[config.mk]
export PLATFORM = sky130hd
export DESIGN_NAME = issue_core
export DESIGN_NICKNAME = d
export VERILOG_FILES = /design/src/source/issue_pkg.sv /design/src/source/issue_interfaces.sv /design/src/source/alu_unit.sv /design/src/source/dispatch_decode.sv /design/src/source/issue_core.sv /design/src/source/memory_unit.sv /design/src/source/reservation_station.sv /design/src/source/result_bus.sv
export VERILOG_INCLUDE_DIRS = /design/src /design/src/source
export SDC_FILE = /design/constraint.sdc
export NUM_CORES = 1
export LEC_CHECK = 0
export BUFFER_PORTS_ARGS = -buffer_cell sky130_fd_sc_hd__buf_4
export CORE_ASPECT_RATIO = 1.5
export CORE_MARGIN = 2
export CORE_UTILIZATION = 35
export CTS_CLUSTER_DIAMETER = 120
export CTS_CLUSTER_SIZE = 28
export DETAILED_ROUTE_END_ITERATION = 12
export SYNTH_ARGS = -nofsm -noshare
export SYNTH_HDL_FRONTEND = slang
export SYNTH_SLANG_ARGS = --single-unit
[constraint.sdc]
create_clock -name clock -period 4.75 [get_ports clock]
set_input_delay 0.2375 -clock clock [delete_from_list [all_inputs] [get_ports clock]]
set_output_delay 0.2375 -clock clock [all_outputs]
set_load 0.05 [all_outputs]
[src/source/issue_settings.svh]
`ifndef ISSUE_SETTINGS_SVH
`define ISSUE_SETTINGS_SVH

// Width of every data word, register and memory word
`define DATA_WIDTH 16

// Architectural registers
`define REG_COUNT 8

// Tag space, the counter wraps here
`define TAG_COUNT 8

// Words in the data memory
`define MEM_DEPTH 16

`endif

[src/source/issue_pkg.sv]
`include "issue_settings.svh"

package issue_pkg;

    // Scalar types
    typedef logic [`DATA_WIDTH-1:0] data_t;
    typedef logic [2:0] reg_idx_t;
    typedef logic [2:0] tag_t;
    typedef logic [3:0] mem_addr_t;

    typedef enum logic [1:0] {
        OP_ALU      = 2'd0,
        OP_LOAD     = 2'd1,
        OP_STORE    = 2'd2,
        OP_LOAD_IMM = 2'd3
    } opcode_e;

    // SLL and SRL use b[3:0], SLT is signed
    typedef enum logic [2:0] {
        ADD, SUB, AND, OR, XOR, SLL, SRL, SLT
    } alu_func_e;

    // Also the station entry index
    typedef enum logic [1:0] {
        FU_ALU   = 2'd0,
        FU_LOAD  = 2'd1,
        FU_STORE = 2'd2
    } fu_class_e;

    ///////////////////////////////////////////////////////////////////////
    // Instruction word, register form and memory form
    ///////////////////////////////////////////////////////////////////////

    typedef struct packed {
        opcode_e    opcode;
        reg_idx_t   rd;
        reg_idx_t   rs1;
        reg_idx_t   rs2;
        alu_func_e  func;
        logic [1:0] spare;
    } alu_view_t;

    // Store: rd is the data register, rs1 the base
    typedef struct packed {
        opcode_e    opcode;
        reg_idx_t   rd;
        reg_idx_t   rs1;
        logic [7:0] offset;
    } mem_view_t;

    typedef union packed {
        alu_view_t alu;
        mem_view_t mem;
    } instr_u;

endpackage

[src/source/issue_interfaces.sv]
`timescale 1ns/1ps

// Decode to reservation station, one strobe per accepted dispatch
interface dispatch_if;
    import issue_pkg::*;

    logic      valid;
    fu_class_e fu_class;
    tag_t      tag;
    alu_func_e func;
    data_t     imm;
    // Per operand: ready bit, captured value, tag to wait for
    logic [1:0] op_ready;
    data_t      op_value [2];
    tag_t       op_tag [2];

    modport decode (output valid, fu_class, tag, func, imm, op_ready, op_value, op_tag);
    modport station (input valid, fu_class, tag, func, imm, op_ready, op_value, op_tag);
endinterface

// Station to one execute unit
interface issue_if;
    import issue_pkg::*;

    logic      valid;
    tag_t      tag;
    alu_func_e func;
    data_t     a;
    data_t     b;
    data_t     imm;
    logic      load_not_store;
    // Unit can take a new operation
    logic      free;

    modport station (output valid, tag, func, a, b, imm, load_not_store, input free);
    modport unit (input valid, tag, func, a, b, imm, load_not_store, output free);
endinterface

// Common data bus broadcast
interface cdb_if;
    import issue_pkg::*;

    logic  valid;
    tag_t  tag;
    data_t value;
    logic  writes_reg;

    modport bus (output valid, tag, value, writes_reg);
    modport listen (input valid, tag, value, writes_reg);
endinterface

[src/source/alu_unit.sv]
`timescale 1ns/1ps

module alu_unit (
    input  logic             clock,
    input  logic             reset,
    issue_if.unit            issue,
    output logic             result_valid,
    output issue_pkg::tag_t  result_tag,
    output issue_pkg::data_t result_value,
    output logic             writes_reg,
    input  logic             taken
);
    import issue_pkg::*;

    data_t alu_out;

    always_comb begin
        case (issue.func)
            ADD: alu_out = issue.a + issue.b;
            SUB: alu_out = issue.a - issue.b;
            AND: alu_out = issue.a & issue.b;
            OR:  alu_out = issue.a | issue.b;
            XOR: alu_out = issue.a ^ issue.b;
            SLL: alu_out = issue.a << issue.b[3:0];
            SRL: alu_out = issue.a >> issue.b[3:0];
            // Signed compare, result 1 or 0
            default: alu_out = data_t'($signed(issue.a) < $signed(issue.b));
        endcase
    end

    // Every ALU result goes to a register
    assign writes_reg = 1'b1;
    // Blocked until the offer is taken
    assign issue.free = !result_valid;

    always_ff @(posedge clock) begin
        if (reset) result_valid <= 1'b0;
        else if (issue.valid) result_valid <= 1'b1;
        else if (taken) result_valid <= 1'b0;
    end

    always_ff @(posedge clock) begin
        if (issue.valid) begin
            result_tag   <= issue.tag;
            result_value <= alu_out;
        end
    end

endmodule

[src/source/dispatch_decode.sv]
`timescale 1ns/1ps
`include "issue_settings.svh"

module dispatch_decode (
    input  logic              clock,
    input  logic              reset,
    input  logic              dispatch_valid,
    input  issue_pkg::instr_u dispatch_instr,
    output logic              dispatch_ready,
    input  logic [2:0]        station_busy,
    dispatch_if.decode        dp,
    cdb_if.listen             cdb
);
    import issue_pkg::*;

    // Register file and rename map
    data_t                 regs [`REG_COUNT];
    logic [`REG_COUNT-1:0] pending;
    tag_t                  map_tag [`REG_COUNT];
    tag_t                  next_tag;

    // Decoded fields
    opcode_e    opcode;
    reg_idx_t   dest;
    logic       writes_dest;
    logic [1:0] use_reg;
    reg_idx_t   src [2];
    data_t      offset;
    logic       accept;

    assign opcode = dispatch_instr.alu.opcode;
    assign offset = data_t'(dispatch_instr.mem.offset);

    ///////////////////////////////////////////////////////////////////////
    // Decode
    ///////////////////////////////////////////////////////////////////////

    always_comb begin
        dest        = dispatch_instr.alu.rd;
        writes_dest = 1'b1;
        use_reg     = 2'b11;
        src[0]      = dispatch_instr.alu.rs1;
        src[1]      = dispatch_instr.alu.rs2;
        dp.fu_class = FU_ALU;
        dp.func     = ADD;
        case (opcode)
            OP_ALU: dp.func = dispatch_instr.alu.func;
            // Load immediate runs as 0 + offset on the ALU
            OP_LOAD_IMM: use_reg = 2'b00;
            OP_LOAD: begin
                dp.fu_class = FU_LOAD;
                src[0]      = dispatch_instr.mem.rs1;
                use_reg     = 2'b01;
            end
            OP_STORE: begin
                dp.fu_class = FU_STORE;
                src[0]      = dispatch_instr.mem.rs1;
                src[1]      = dispatch_instr.mem.rd;
                writes_dest = 1'b0;
            end
            default: dp.func = ADD;
        endcase
    end

    // Operand source: constant, register file, CDB bypass, or wait
    always_comb begin
        for (int k = 0; k < 2; k++) begin
            dp.op_tag[k] = map_tag[src[k]];
            if (!use_reg[k]) begin
                dp.op_ready[k] = 1'b1;
                dp.op_value[k] = (k == 1) ? offset : '0;
            end else if (!pending[src[k]]) begin
                dp.op_ready[k] = 1'b1;
                dp.op_value[k] = regs[src[k]];
            end else if (cdb.valid && cdb.tag == map_tag[src[k]]) begin
                dp.op_ready[k] = 1'b1;
                dp.op_value[k] = cdb.value;
            end else begin
                dp.op_ready[k] = 1'b0;
                dp.op_value[k] = '0;
            end
        end
    end

    // Loads and stores also wait on each other, keeps memory order
    always_comb begin
        case (dp.fu_class)
            FU_LOAD, FU_STORE:
                dispatch_ready = !station_busy[FU_LOAD] && !station_busy[FU_STORE];
            default: dispatch_ready = !station_busy[FU_ALU];
        endcase
    end

    assign accept   = dispatch_valid && dispatch_ready;
    assign dp.valid = accept;
    assign dp.tag   = next_tag;
    assign dp.imm   = offset;

    ///////////////////////////////////////////////////////////////////////
    // Register file, map and tag counter
    ///////////////////////////////////////////////////////////////////////

    always_ff @(posedge clock) begin
        if (reset) begin
            next_tag <= '0;
            pending  <= '0;
            for (int r = 0; r < `REG_COUNT; r++) begin
                regs[r]    <= '0;
                map_tag[r] <= '0;
            end
        end else begin
            // Write back only if the map still names this tag
            if (cdb.valid && cdb.writes_reg) begin
                for (int r = 0; r < `REG_COUNT; r++) begin
                    if (pending[r] && map_tag[r] == cdb.tag) begin
                        regs[r]    <= cdb.value;
                        pending[r] <= 1'b0;
                    end
                end
            end
            // Rename comes last so it beats a same-cycle write
            if (accept) begin
                next_tag <= (next_tag == tag_t'(`TAG_COUNT - 1)) ? '0 : next_tag + 1'b1;
                if (writes_dest) begin
                    pending[dest] <= 1'b1;
                    map_tag[dest] <= next_tag;
                end
            end
        end
    end

endmodule

[src/source/issue_core.sv]
`timescale 1ns/1ps

module issue_core (
    input  logic              clock,
    input  logic              reset,
    input  logic              dispatch_valid,
    input  issue_pkg::instr_u dispatch_instr,
    output logic              dispatch_ready,
    output logic              result_valid,
    output issue_pkg::tag_t   result_tag,
    output issue_pkg::data_t  result_value,
    output logic              result_writes
);
    import issue_pkg::*;

    dispatch_if dp ();
    issue_if    alu_issue ();
    issue_if    mem_issue ();
    cdb_if      cdb ();

    logic [2:0] station_busy;

    // Unit result offers
    logic  alu_valid, alu_writes, alu_taken;
    tag_t  alu_tag;
    data_t alu_value;
    logic  mem_valid, mem_writes, mem_taken;
    tag_t  mem_tag;
    data_t mem_value;

    dispatch_decode decode_i (
        .clock, .reset, .dispatch_valid, .dispatch_instr, .dispatch_ready,
        .station_busy, .dp(dp.decode), .cdb(cdb.listen)
    );

    reservation_station station_i (
        .clock, .reset, .dp(dp.station), .cdb(cdb.listen),
        .alu_issue(alu_issue.station), .mem_issue(mem_issue.station), .station_busy
    );

    alu_unit alu_i (
        .clock, .reset, .issue(alu_issue.unit), .result_valid(alu_valid),
        .result_tag(alu_tag), .result_value(alu_value), .writes_reg(alu_writes),
        .taken(alu_taken)
    );

    memory_unit mem_i (
        .clock, .reset, .issue(mem_issue.unit), .result_valid(mem_valid),
        .result_tag(mem_tag), .result_value(mem_value), .writes_reg(mem_writes),
        .taken(mem_taken)
    );

    result_bus bus_i (
        .alu_valid, .alu_tag, .alu_value, .alu_writes, .alu_taken,
        .mem_valid, .mem_tag, .mem_value, .mem_writes, .mem_taken,
        .cdb(cdb.bus), .result_valid, .result_tag, .result_value, .result_writes
    );

endmodule

[src/source/memory_unit.sv]
`timescale 1ns/1ps
`include "issue_settings.svh"

module memory_unit (
    input  logic             clock,
    input  logic             reset,
    issue_if.unit            issue,
    output logic             result_valid,
    output issue_pkg::tag_t  result_tag,
    output issue_pkg::data_t result_value,
    output logic             writes_reg,
    input  logic             taken
);
    import issue_pkg::*;

    data_t mem [`MEM_DEPTH];

    // Address stage
    logic      s1_valid;
    logic      s1_load;
    tag_t      s1_tag;
    mem_addr_t s1_addr;
    data_t     s1_data;

    // One operation at a time in the pipe
    assign issue.free = !s1_valid && !result_valid;

    ///////////////////////////////////////////////////////////////////////
    // Control and memory write
    ///////////////////////////////////////////////////////////////////////

    always_ff @(posedge clock) begin
        if (reset) begin
            s1_valid     <= 1'b0;
            result_valid <= 1'b0;
            for (int w = 0; w < `MEM_DEPTH; w++) begin
                mem[w] <= '0;
            end
        end else begin
            s1_valid <= issue.valid;
            if (s1_valid) begin
                result_valid <= 1'b1;
                if (!s1_load) mem[s1_addr] <= s1_data;
            end else if (taken) begin
                result_valid <= 1'b0;
            end
        end
    end

    always_ff @(posedge clock) begin
        // Stage 1, base plus offset wraps in 16 words
        if (issue.valid) begin
            s1_load <= issue.load_not_store;
            s1_tag  <= issue.tag;
            s1_addr <= mem_addr_t'(issue.a + issue.imm);
            s1_data <= issue.b;
        end
        // Stage 2, store reports its data with writes low
        if (s1_valid) begin
            result_tag   <= s1_tag;
            result_value <= s1_load ? mem[s1_addr] : s1_data;
            writes_reg   <= s1_load;
        end
    end

endmodule

[src/source/reservation_station.sv]
`timescale 1ns/1ps

module reservation_station (
    input  logic        clock,
    input  logic        reset,
    dispatch_if.station dp,
    cdb_if.listen       cdb,
    issue_if.station    alu_issue,
    issue_if.station    mem_issue,
    output logic [2:0]  station_busy
);
    import issue_pkg::*;

    // One entry per class, indexed by fu_class_e
    logic [2:0] busy;
    logic [2:0] issued;
    tag_t       tag [3];
    alu_func_e  func [3];
    data_t      imm [3];
    logic [1:0] op_ready [3];
    data_t      op_value [3][2];
    tag_t       op_tag [3][2];

    logic [2:0] ready;
    logic       alu_fire;
    logic       mem_fire;
    fu_class_e  mem_sel;

    assign station_busy = busy;

    ///////////////////////////////////////////////////////////////////////
    // Issue select
    ///////////////////////////////////////////////////////////////////////

    always_comb begin
        for (int e = 0; e < 3; e++) begin
            ready[e] = busy[e] && !issued[e] && (&op_ready[e]);
        end
    end

    // Skip the cycle of a strobe, free drops one cycle later
    assign alu_fire = ready[FU_ALU] && alu_issue.free && !alu_issue.valid;
    // Dispatch stall keeps at most one of LOAD and STORE present
    assign mem_sel  = ready[FU_STORE] ? FU_STORE : FU_LOAD;
    assign mem_fire = (ready[FU_LOAD] || ready[FU_STORE]) && mem_issue.free && !mem_issue.valid;

    assign alu_issue.load_not_store = 1'b0;

    always_ff @(posedge clock) begin
        if (reset) begin
            busy            <= '0;
            issued          <= '0;
            alu_issue.valid <= 1'b0;
            mem_issue.valid <= 1'b0;
        end else begin
            alu_issue.valid <= alu_fire;
            mem_issue.valid <= mem_fire;
            if (alu_fire) issued[FU_ALU] <= 1'b1;
            if (mem_fire) issued[mem_sel] <= 1'b1;
            for (int e = 0; e < 3; e++) begin
                // Wakeup of waiting operands
                for (int k = 0; k < 2; k++) begin
                    if (busy[e] && !op_ready[e][k] && cdb.valid && cdb.tag == op_tag[e][k]) begin
                        op_ready[e][k] <= 1'b1;
                        op_value[e][k] <= cdb.value;
                    end
                end
                // Own broadcast frees the entry
                if (busy[e] && issued[e] && cdb.valid && cdb.tag == tag[e]) busy[e] <= 1'b0;
            end
            // Target entry is idle, no clash with the loops above
            if (dp.valid) begin
                busy[dp.fu_class]     <= 1'b1;
                issued[dp.fu_class]   <= 1'b0;
                tag[dp.fu_class]      <= dp.tag;
                func[dp.fu_class]     <= dp.func;
                imm[dp.fu_class]      <= dp.imm;
                op_ready[dp.fu_class] <= dp.op_ready;
                for (int k = 0; k < 2; k++) begin
                    op_value[dp.fu_class][k] <= dp.op_value[k];
                    op_tag[dp.fu_class][k]   <= dp.op_tag[k];
                end
            end
        end
    end

    // Issue payload registers
    always_ff @(posedge clock) begin
        if (alu_fire) begin
            alu_issue.tag  <= tag[FU_ALU];
            alu_issue.func <= func[FU_ALU];
            alu_issue.a    <= op_value[FU_ALU][0];
            alu_issue.b    <= op_value[FU_ALU][1];
            alu_issue.imm  <= imm[FU_ALU];
        end
        if (mem_fire) begin
            mem_issue.tag            <= tag[mem_sel];
            mem_issue.func           <= func[mem_sel];
            mem_issue.a              <= op_value[mem_sel][0];
            mem_issue.b              <= op_value[mem_sel][1];
            mem_issue.imm            <= imm[mem_sel];
            mem_issue.load_not_store <= (mem_sel == FU_LOAD);
        end
    end

endmodule

[src/source/result_bus.sv]
`timescale 1ns/1ps

module result_bus (
    input  logic             alu_valid,
    input  issue_pkg::tag_t  alu_tag,
    input  issue_pkg::data_t alu_value,
    input  logic             alu_writes,
    output logic             alu_taken,
    input  logic             mem_valid,
    input  issue_pkg::tag_t  mem_tag,
    input  issue_pkg::data_t mem_value,
    input  logic             mem_writes,
    output logic             mem_taken,
    cdb_if.bus               cdb,
    output logic             result_valid,
    output issue_pkg::tag_t  result_tag,
    output issue_pkg::data_t result_value,
    output logic             result_writes
);
    // Fixed priority, memory unit first
    always_comb begin
        result_valid = alu_valid || mem_valid;
        mem_taken    = mem_valid;
        alu_taken    = alu_valid && !mem_valid;
        if (mem_valid) begin
            result_tag    = mem_tag;
            result_value  = mem_value;
            result_writes = mem_writes;
        end else begin
            result_tag    = alu_tag;
            result_value  = alu_value;
            result_writes = alu_writes;
        end
    end

    // Broadcast is the same word
    assign cdb.valid      = result_valid;
    assign cdb.tag        = result_tag;
    assign cdb.value      = result_value;
    assign cdb.writes_reg = result_writes;

endmodule

# [Word level (Yosys, flattened, before mapping)]
# Memories as Yosys holds them, arrays and structs flattened. A register that Yosys moved wholly into a read port is not among the register bits.
# Index checks and enable logic that the tools add are counted.
[totals] ff_bits=86 mem_bits_rw=570 word_cells=313 mem_count=9 output_inout_bits=22
[classes] eq_ne=32 addsub=4 mux=139 bitwise=16 magnitude_cmp=9 reduce_logical=83 n_shift=2
[memory_table] memory="mem_i.mem" depth=16 width=16 read_ports=1 rd_ports_with_merged_regs=1 write_ports=16 line="memory_unit.sv:16" source="data_t mem [`MEM_DEPTH];"
[memory_table] memory="decode_i.regs" depth=8 width=16 read_ports=2 rd_ports_with_merged_regs=0 write_ports=8 line="dispatch_decode.sv:17" source="data_t regs [`REG_COUNT];"
[memory_table] memory="station_i.op_value" depth=3 width=32 read_ports=2 rd_ports_with_merged_regs=2 write_ports=4 line="reservation_station.sv:21" source="data_t op_value [3][2];"
[memory_table] memory="decode_i.map_tag" depth=8 width=3 read_ports=10 rd_ports_with_merged_regs=0 write_ports=8 line="dispatch_decode.sv:19" source="tag_t map_tag [`REG_COUNT];"
[memory_table] memory="station_i.imm" depth=3 width=8 read_ports=1 rd_ports_with_merged_regs=1 write_ports=1 line="reservation_station.sv:19" source="data_t imm [3];"
[memory_table] memory="station_i.op_tag" depth=3 width=6 read_ports=3 rd_ports_with_merged_regs=0 write_ports=1 line="reservation_station.sv:22" source="tag_t op_tag [3][2];"
[memory_table] memory="+3 memories"
[op_table] cell="$mux 16" count=17
[op_table] cell="$pmux 16 s7" count=1
[op_table] cell="$mux 1" count=97
[op_table] cell="$eq 3x3->1" count=19
[op_table] cell="$logic_and 1x1->1" count=55
[op_table] cell="$mux 8" count=4
[op_table] cell="$mux 3" count=10
[op_table] cell="$logic_not 1->1" count=17
[op_table] cell="$add 16x16->16" count=1
[op_table] cell="$and 16x16->16" count=1
[op_table] cell="$lt 16x16->1" count=1
[op_table] cell="$or 16x16->16" count=1
[op_table] cell="$reduce_or 16->1" count=1
[op_table] cell="$shl 16x4->16" count=1
[op_table] cell="$shr 16x4->16" count=1
[op_table] cell="$sub 16x16->16" count=1
[op_table] cell="$xor 16x16->16" count=1
[op_table] cell="$eq 3x3->1 const B" count=4
[op_table] cell="$lt 3x4->1 const B" count=3
[op_table] cell="$mux 4" count=2
[op_table] cell="$or 1x1->1" count=8
[op_table] cell="$or 8x8->8" count=1
[op_table] cell="$pmux 2 s2" count=2
[op_table] cell="$bmux 1 s3" count=2
[op_table] cell="other kinds (22)" count=34

# [Depth between registers and ports, before layout]
[logic_depth] ltp_word=13 mapped_depth=14

# [Hierarchy]
# Synthesis repeated with hierarchy kept, for this count alone.
[unflattened] cells_unflattened=3019 area_unflattened_um2=39097.5
[modules_own_cells] module="memory_unit" cells_per_inst=811 seq_area_each_um2=9128.8 area_per_inst_um2=13620.6 n_inst=1
[modules_own_cells] module="reservation_station" cells_per_inst=836 seq_area_each_um2=8958.6 area_per_inst_um2=11303.3 n_inst=1
[modules_own_cells] module="dispatch_decode" cells_per_inst=757 seq_area_each_um2=4784.6 area_per_inst_um2=9648.0 n_inst=1
[modules_own_cells] module="alu_unit" cells_per_inst=569 seq_area_each_um2=590.6 area_per_inst_um2=4100.2 n_inst=1
[modules_own_cells] module="result_bus" cells_per_inst=46 seq_area_each_um2=0.0 area_per_inst_um2=425.4 n_inst=1

# [Worst setup path before layout]
# No wires, ideal clock.
[synth_path] kind="reg-to-reg" startpoint="reg mem_i.result_valid" endpoint="mem station_i.op_value[0][0] (netlist bit) (enable)" setup_ns=0.439 path_stages_with_launch=8 synth_period_minus_slack_ns=3.797 n_path_buf=3 slack_ns=0.953 t_arrival_ns=3.358 path_cell_list="dfxtp_1 -> clkbuf_1 -> mux2i_1 -> buf_2 -> buf_2 -> xor2_1 -> nand2_1 -> o41ai_1"
[synth_lines] element="from (decl)" line="memory_unit.sv:8" source="output logic result_valid,"
[synth_lines] element="from (signal assigned)" line="memory_unit.sv:35" source="result_valid <= 1'b0;"
[synth_lines] element="from (signal assigned)" line="memory_unit.sv:42" source="result_valid <= 1'b1;"
[synth_lines] element="from (signal assigned)" line="memory_unit.sv:45" source="result_valid <= 1'b0;"
[synth_lines] element="to (decl)" line="reservation_station.sv:21"

# [Worst setup path in the final report]
[layout_path] startpoint="reg station_i.alu_issue.b[4], read port of station_i.op_value" endpoint="reg alu_i.result_value[13] (data pin)"
[layout_between] elab_chain_len=2
[layout_lines] element="from (decl)" line="issue_interfaces.sv:35" source="modport station (output valid, tag, func, a, b, imm, load_not_store, input free);"
[layout_lines] element="$sub 16x16->16 / $add 16x16->16 (equally long branches)" line="alu_unit.sv:20, alu_unit.sv:19"
[layout_lines] element="$pmux 16 s7 (*)" line="alu_unit.sv:18" source="case (issue.func)"
[layout_lines] element="via alu_i.alu_out[13]" line="alu_unit.sv:15" source="data_t alu_out;"
[layout_lines] element="to (signal assigned)" line="alu_unit.sv:45" source="result_value <= alu_out;"
[layout_lines] element="to (decl)" line="alu_unit.sv:9" source="output issue_pkg::data_t result_value,"
# Mark *: on every way through the listed nets, which the timed path passes. The rest lies on a longest branch.
# A chain may end at the register's enable or synchronous reset.

==> impl_metrics.yaml <==
outcome:
  status: "finished clean"
worst_setup_path:
  worstSetupStartpointType: "flip-flop"
  cp_max_fo: 8
  critPathKind: "reg2reg"
  end_kind: "flip-flop"
  worstPathArrival_ns: 3.94
  cp.required_ns: 5.11
floorplanning:
  ioPinCount: 41
  start_util_pct: 35.32
  die_y_um: 387.3
  die-area_mm2: 0.1005
  coreArea_mm2: 0.09704
  die_w_um: 259.5
  rows: 140
power_and_ir_drop:
  pwr-share-seq_pct: 59.7
  p_per_area_mw_per_mm2: 317.8
  net-switching-power_mw: 3.177
  clkPwrFrac_pct: 25.0
  leakagePower_nw: 12.98
  power_mw: 11.77
  comb_power_share_pct: 15.3
  p_int_mw: 8.590
  switching_share_pct: 27.00
  ir_worst_vdd_mv: 0.2791
global_routing:
  overflow: 0
  grt_max_degree: 65
  grt_pass1_vias: 22090
  antenna_found_initial: 0
  grt_use_total_pct: 19.14
  grt_pass1_wl_mm: 143.9
cts:
  htree_levels: 1
  cts_made_buffers: 28
  clkLatencyLatePin_ns: 0.65
  cts_root_buf: "clkbuf_16"
  cts_tree: "done"
  clkSlewWorstSetupHoldPaths_ns: 0.11
  cts_setup_buffers: 0
  cts_buffer_depth: 3
  cts_sinks: 679
sta:
  tightest_slew_ns: 1.224
  finalCritPeriodShare_pct: 75.21
  fin_tns_setup_ns: 0
  min_period_ns: 3.572
  drv_slew: 0
  fmax_mhz: 279.9
  fin_worst_skew_ns: 0.05753
  hold-worst-slack_ns: 0.1053
  slew-limit-headroom_pct: 18.08
  finalSetupViolCount: 0
  rsz0062_at_grt: "no"
  hold_viol: 0
synthesis:
  synth_area_per_cell_um2: 12.54
  ys_ff_latch: 679
  syn_nets: 2819
  synth_warnings: 0
  syn-instance-count: 2734
  synth-async-reset-ratio_pct: 0
  yosysSeqAreaShare_pct: 58.55
  ys.flop_type: "edfxtp_1"
  ys_types: 75
  synth_edf_count: 647
  syn_area_mm2: 0.03428
route:
  ant_nets: 0
  wl_per_cell_um: 24.37
  routed_via_density: 5.458
  routed_wl_mm: 97.68
  first_pass_iters: 8
  vias: 21870
  drtIter0Drc: 1904
  drc: 0
cells_and_area:
  layout_commonest_cell: "edfxtp_1"
  largest_register: "mem_i.mem"
  nNetsFinal: 2802
  layout_common_cells: "647 x edfxtp_1, 294 x nand2_1, 287 x and2_1"
  largest_register_ffs: 256
  drive_gt1_share_pct: 13.59
  top_regs: "mem_i.mem: 256 flops, decode_i.regs: 128 flops, station_i.op_value: 72 flops"
  syn2layout_area_growth_pct: 8.008
  antenna_cells: 0
placement:
  place.gp.congestion: 0.9665
  dp_hpwl_mm: 67.98
  io_buffers: 40
job:
  cap_violations: 0
worst_hold_path:
  hp-class: "in2reg"
## power groups by stage
stage          registers (mW)  logic [mW]  clock network (mW)
6_report                 7.03        1.80                2.94
5_1_grt                  7.06        1.92                3.18
4_1_cts                  7.03        1.79                3.01
3_5_place_dp             7.17        1.78                   0
3_3_place_gp             7.16        1.78                   0
2_1_floorplan            7.06        1.20                   0
## through the flow
| stage | instance area [um^2] | worst slack (ns) | cells | util (%) |
|---|---|---|---|---|
| floorplan | 34280 | 0.9526 | 2734 | - |
| global placement | 36160 | 0.9522 | 3958 | 37.27 |
| detailed placement | 36160 | 0.8976 | 3958 | 37.27 |
| CTS | 37020 | 1.187 | 4008 | 38.15 |
| global route | 37020 | 0.8951 | 4008 | 38.15 |
| finish | 37020 | 1.178 | 4008 | 38.15 |
## logic make-up after synthesis
group	count (synthesis)	share of synthesized area, %
flops	679	58.55
fa+ha+maj	66	2.475
xor+xnor	66	1.741
mux	243	11.92
simple gates	975	13.87
compound gates	417	8.067
buf+inv	288	3.376
## synthesized netlist by cell type (5+ instances only)
master	number	area, um^2
a221oi_1	5	43.79
buf_2	28	140.1
mux4_2	126	2838
o21ai_1	21	105.1
edfxtp_1	647	19430
clkbuf_1	120	450.4
nand3_1	55	275.3
a222oi_1	7	70.07
o31ai_1	12	90.09
a211oi_1	29	217.7
nor3b_1	5	37.54
mux2_2	59	664.4
xnor2_1	54	473.0
xor2_1	11	96.34
nor2b_1	11	68.82
a221o_1	7	70.07
or3_1	5	31.28
mux2i_1	57	570.6
and2_1	287	1795
a21oi_1	78	390.4
nor2_1	213	799.5
a21o_1	8	60.06
o211ai_1	11	82.58
o22ai_1	42	262.8
a211o_1	6	52.55
a31oi_1	24	150.1
nor4_1	10	62.56
and3_1	19	118.9
nand2_1	294	1104
nand2b_1	17	106.4
nor3_1	35	175.2
or2_2	10	62.56
ha_1	63	788.3
o32ai_1	9	78.83
o21ai_0	93	465.5
buf_1	21	78.83
inv_1	108	405.4
a311oi_1	18	157.7
o41ai_1	8	70.07
dfxtp_1	32	640.6
## layer usage
layer,share of wire [%],routed length [um],global-route usage (%),vias to the layer above
met4,5.9,5747,9.676,0
met5,0,0,0,-
met1,36,35590,21.85,10940
li1,-,-,-,9999
met2,53,51680,35.43,725
met3,4.8,4656,1.525,208
## repair_timing
item	CTS	global route
hold buffers	7	0
resized for setup	0	0
endpoints found under the hold margin	18	0
## layout make-up
| cell class | count | area [um^2] |
|---|---|---|
| repair buffers | 129 | 1011 |
| clock buffers | 40 | 745.7 |
| flip-flops and latches | 679 | 20070 |
| fillers | 9292 | 60020 |
| inverters | 112 | 420.4 |
| well taps | 1278 | 1599 |
| clock inverters | 3 | 43.79 |
| multi-input cells | 1767 | 13130 |
## worst paths after layout
| path | startpoint | endpoint | slack, ns | cells past startpoint |
|---|---|---|---|---|
| max | station_i.alu_issue.b[4]$_DFFE_PP_ | alu_i.result_value[13]$_DFFE_PP_ | 1.18 | 11 |
| min | dispatch_instr[14] | station_i.issued[1]$_SDFF_PP0_ | 0.11 | 3 |
| max reg2reg | station_i.alu_issue.b[4]$_DFFE_PP_ | alu_i.result_value[13]$_DFFE_PP_ | 1.18 | 11 |
| min reg2reg | station_i.mem_issue.b[6]$_DFFE_PP_ | mem_i.s1_data[6]$_DFFE_PP_ | 0.38 | 0 |
## critical path, cell delays in order, from the launching register on
cell       delay (ns)
edfxtp_1         0.62
inv_1            0.12
ha_1             0.44
nand3_1          0.18
a21oi_1          0.16
a2111oi_0        0.08
buf_4            0.18
o41ai_1          0.79
nor2_1           0.08
a2111o_1         0.43
o21ai_0          0.16
nand2_1          0.07
(Power assumes the default switching activity.)
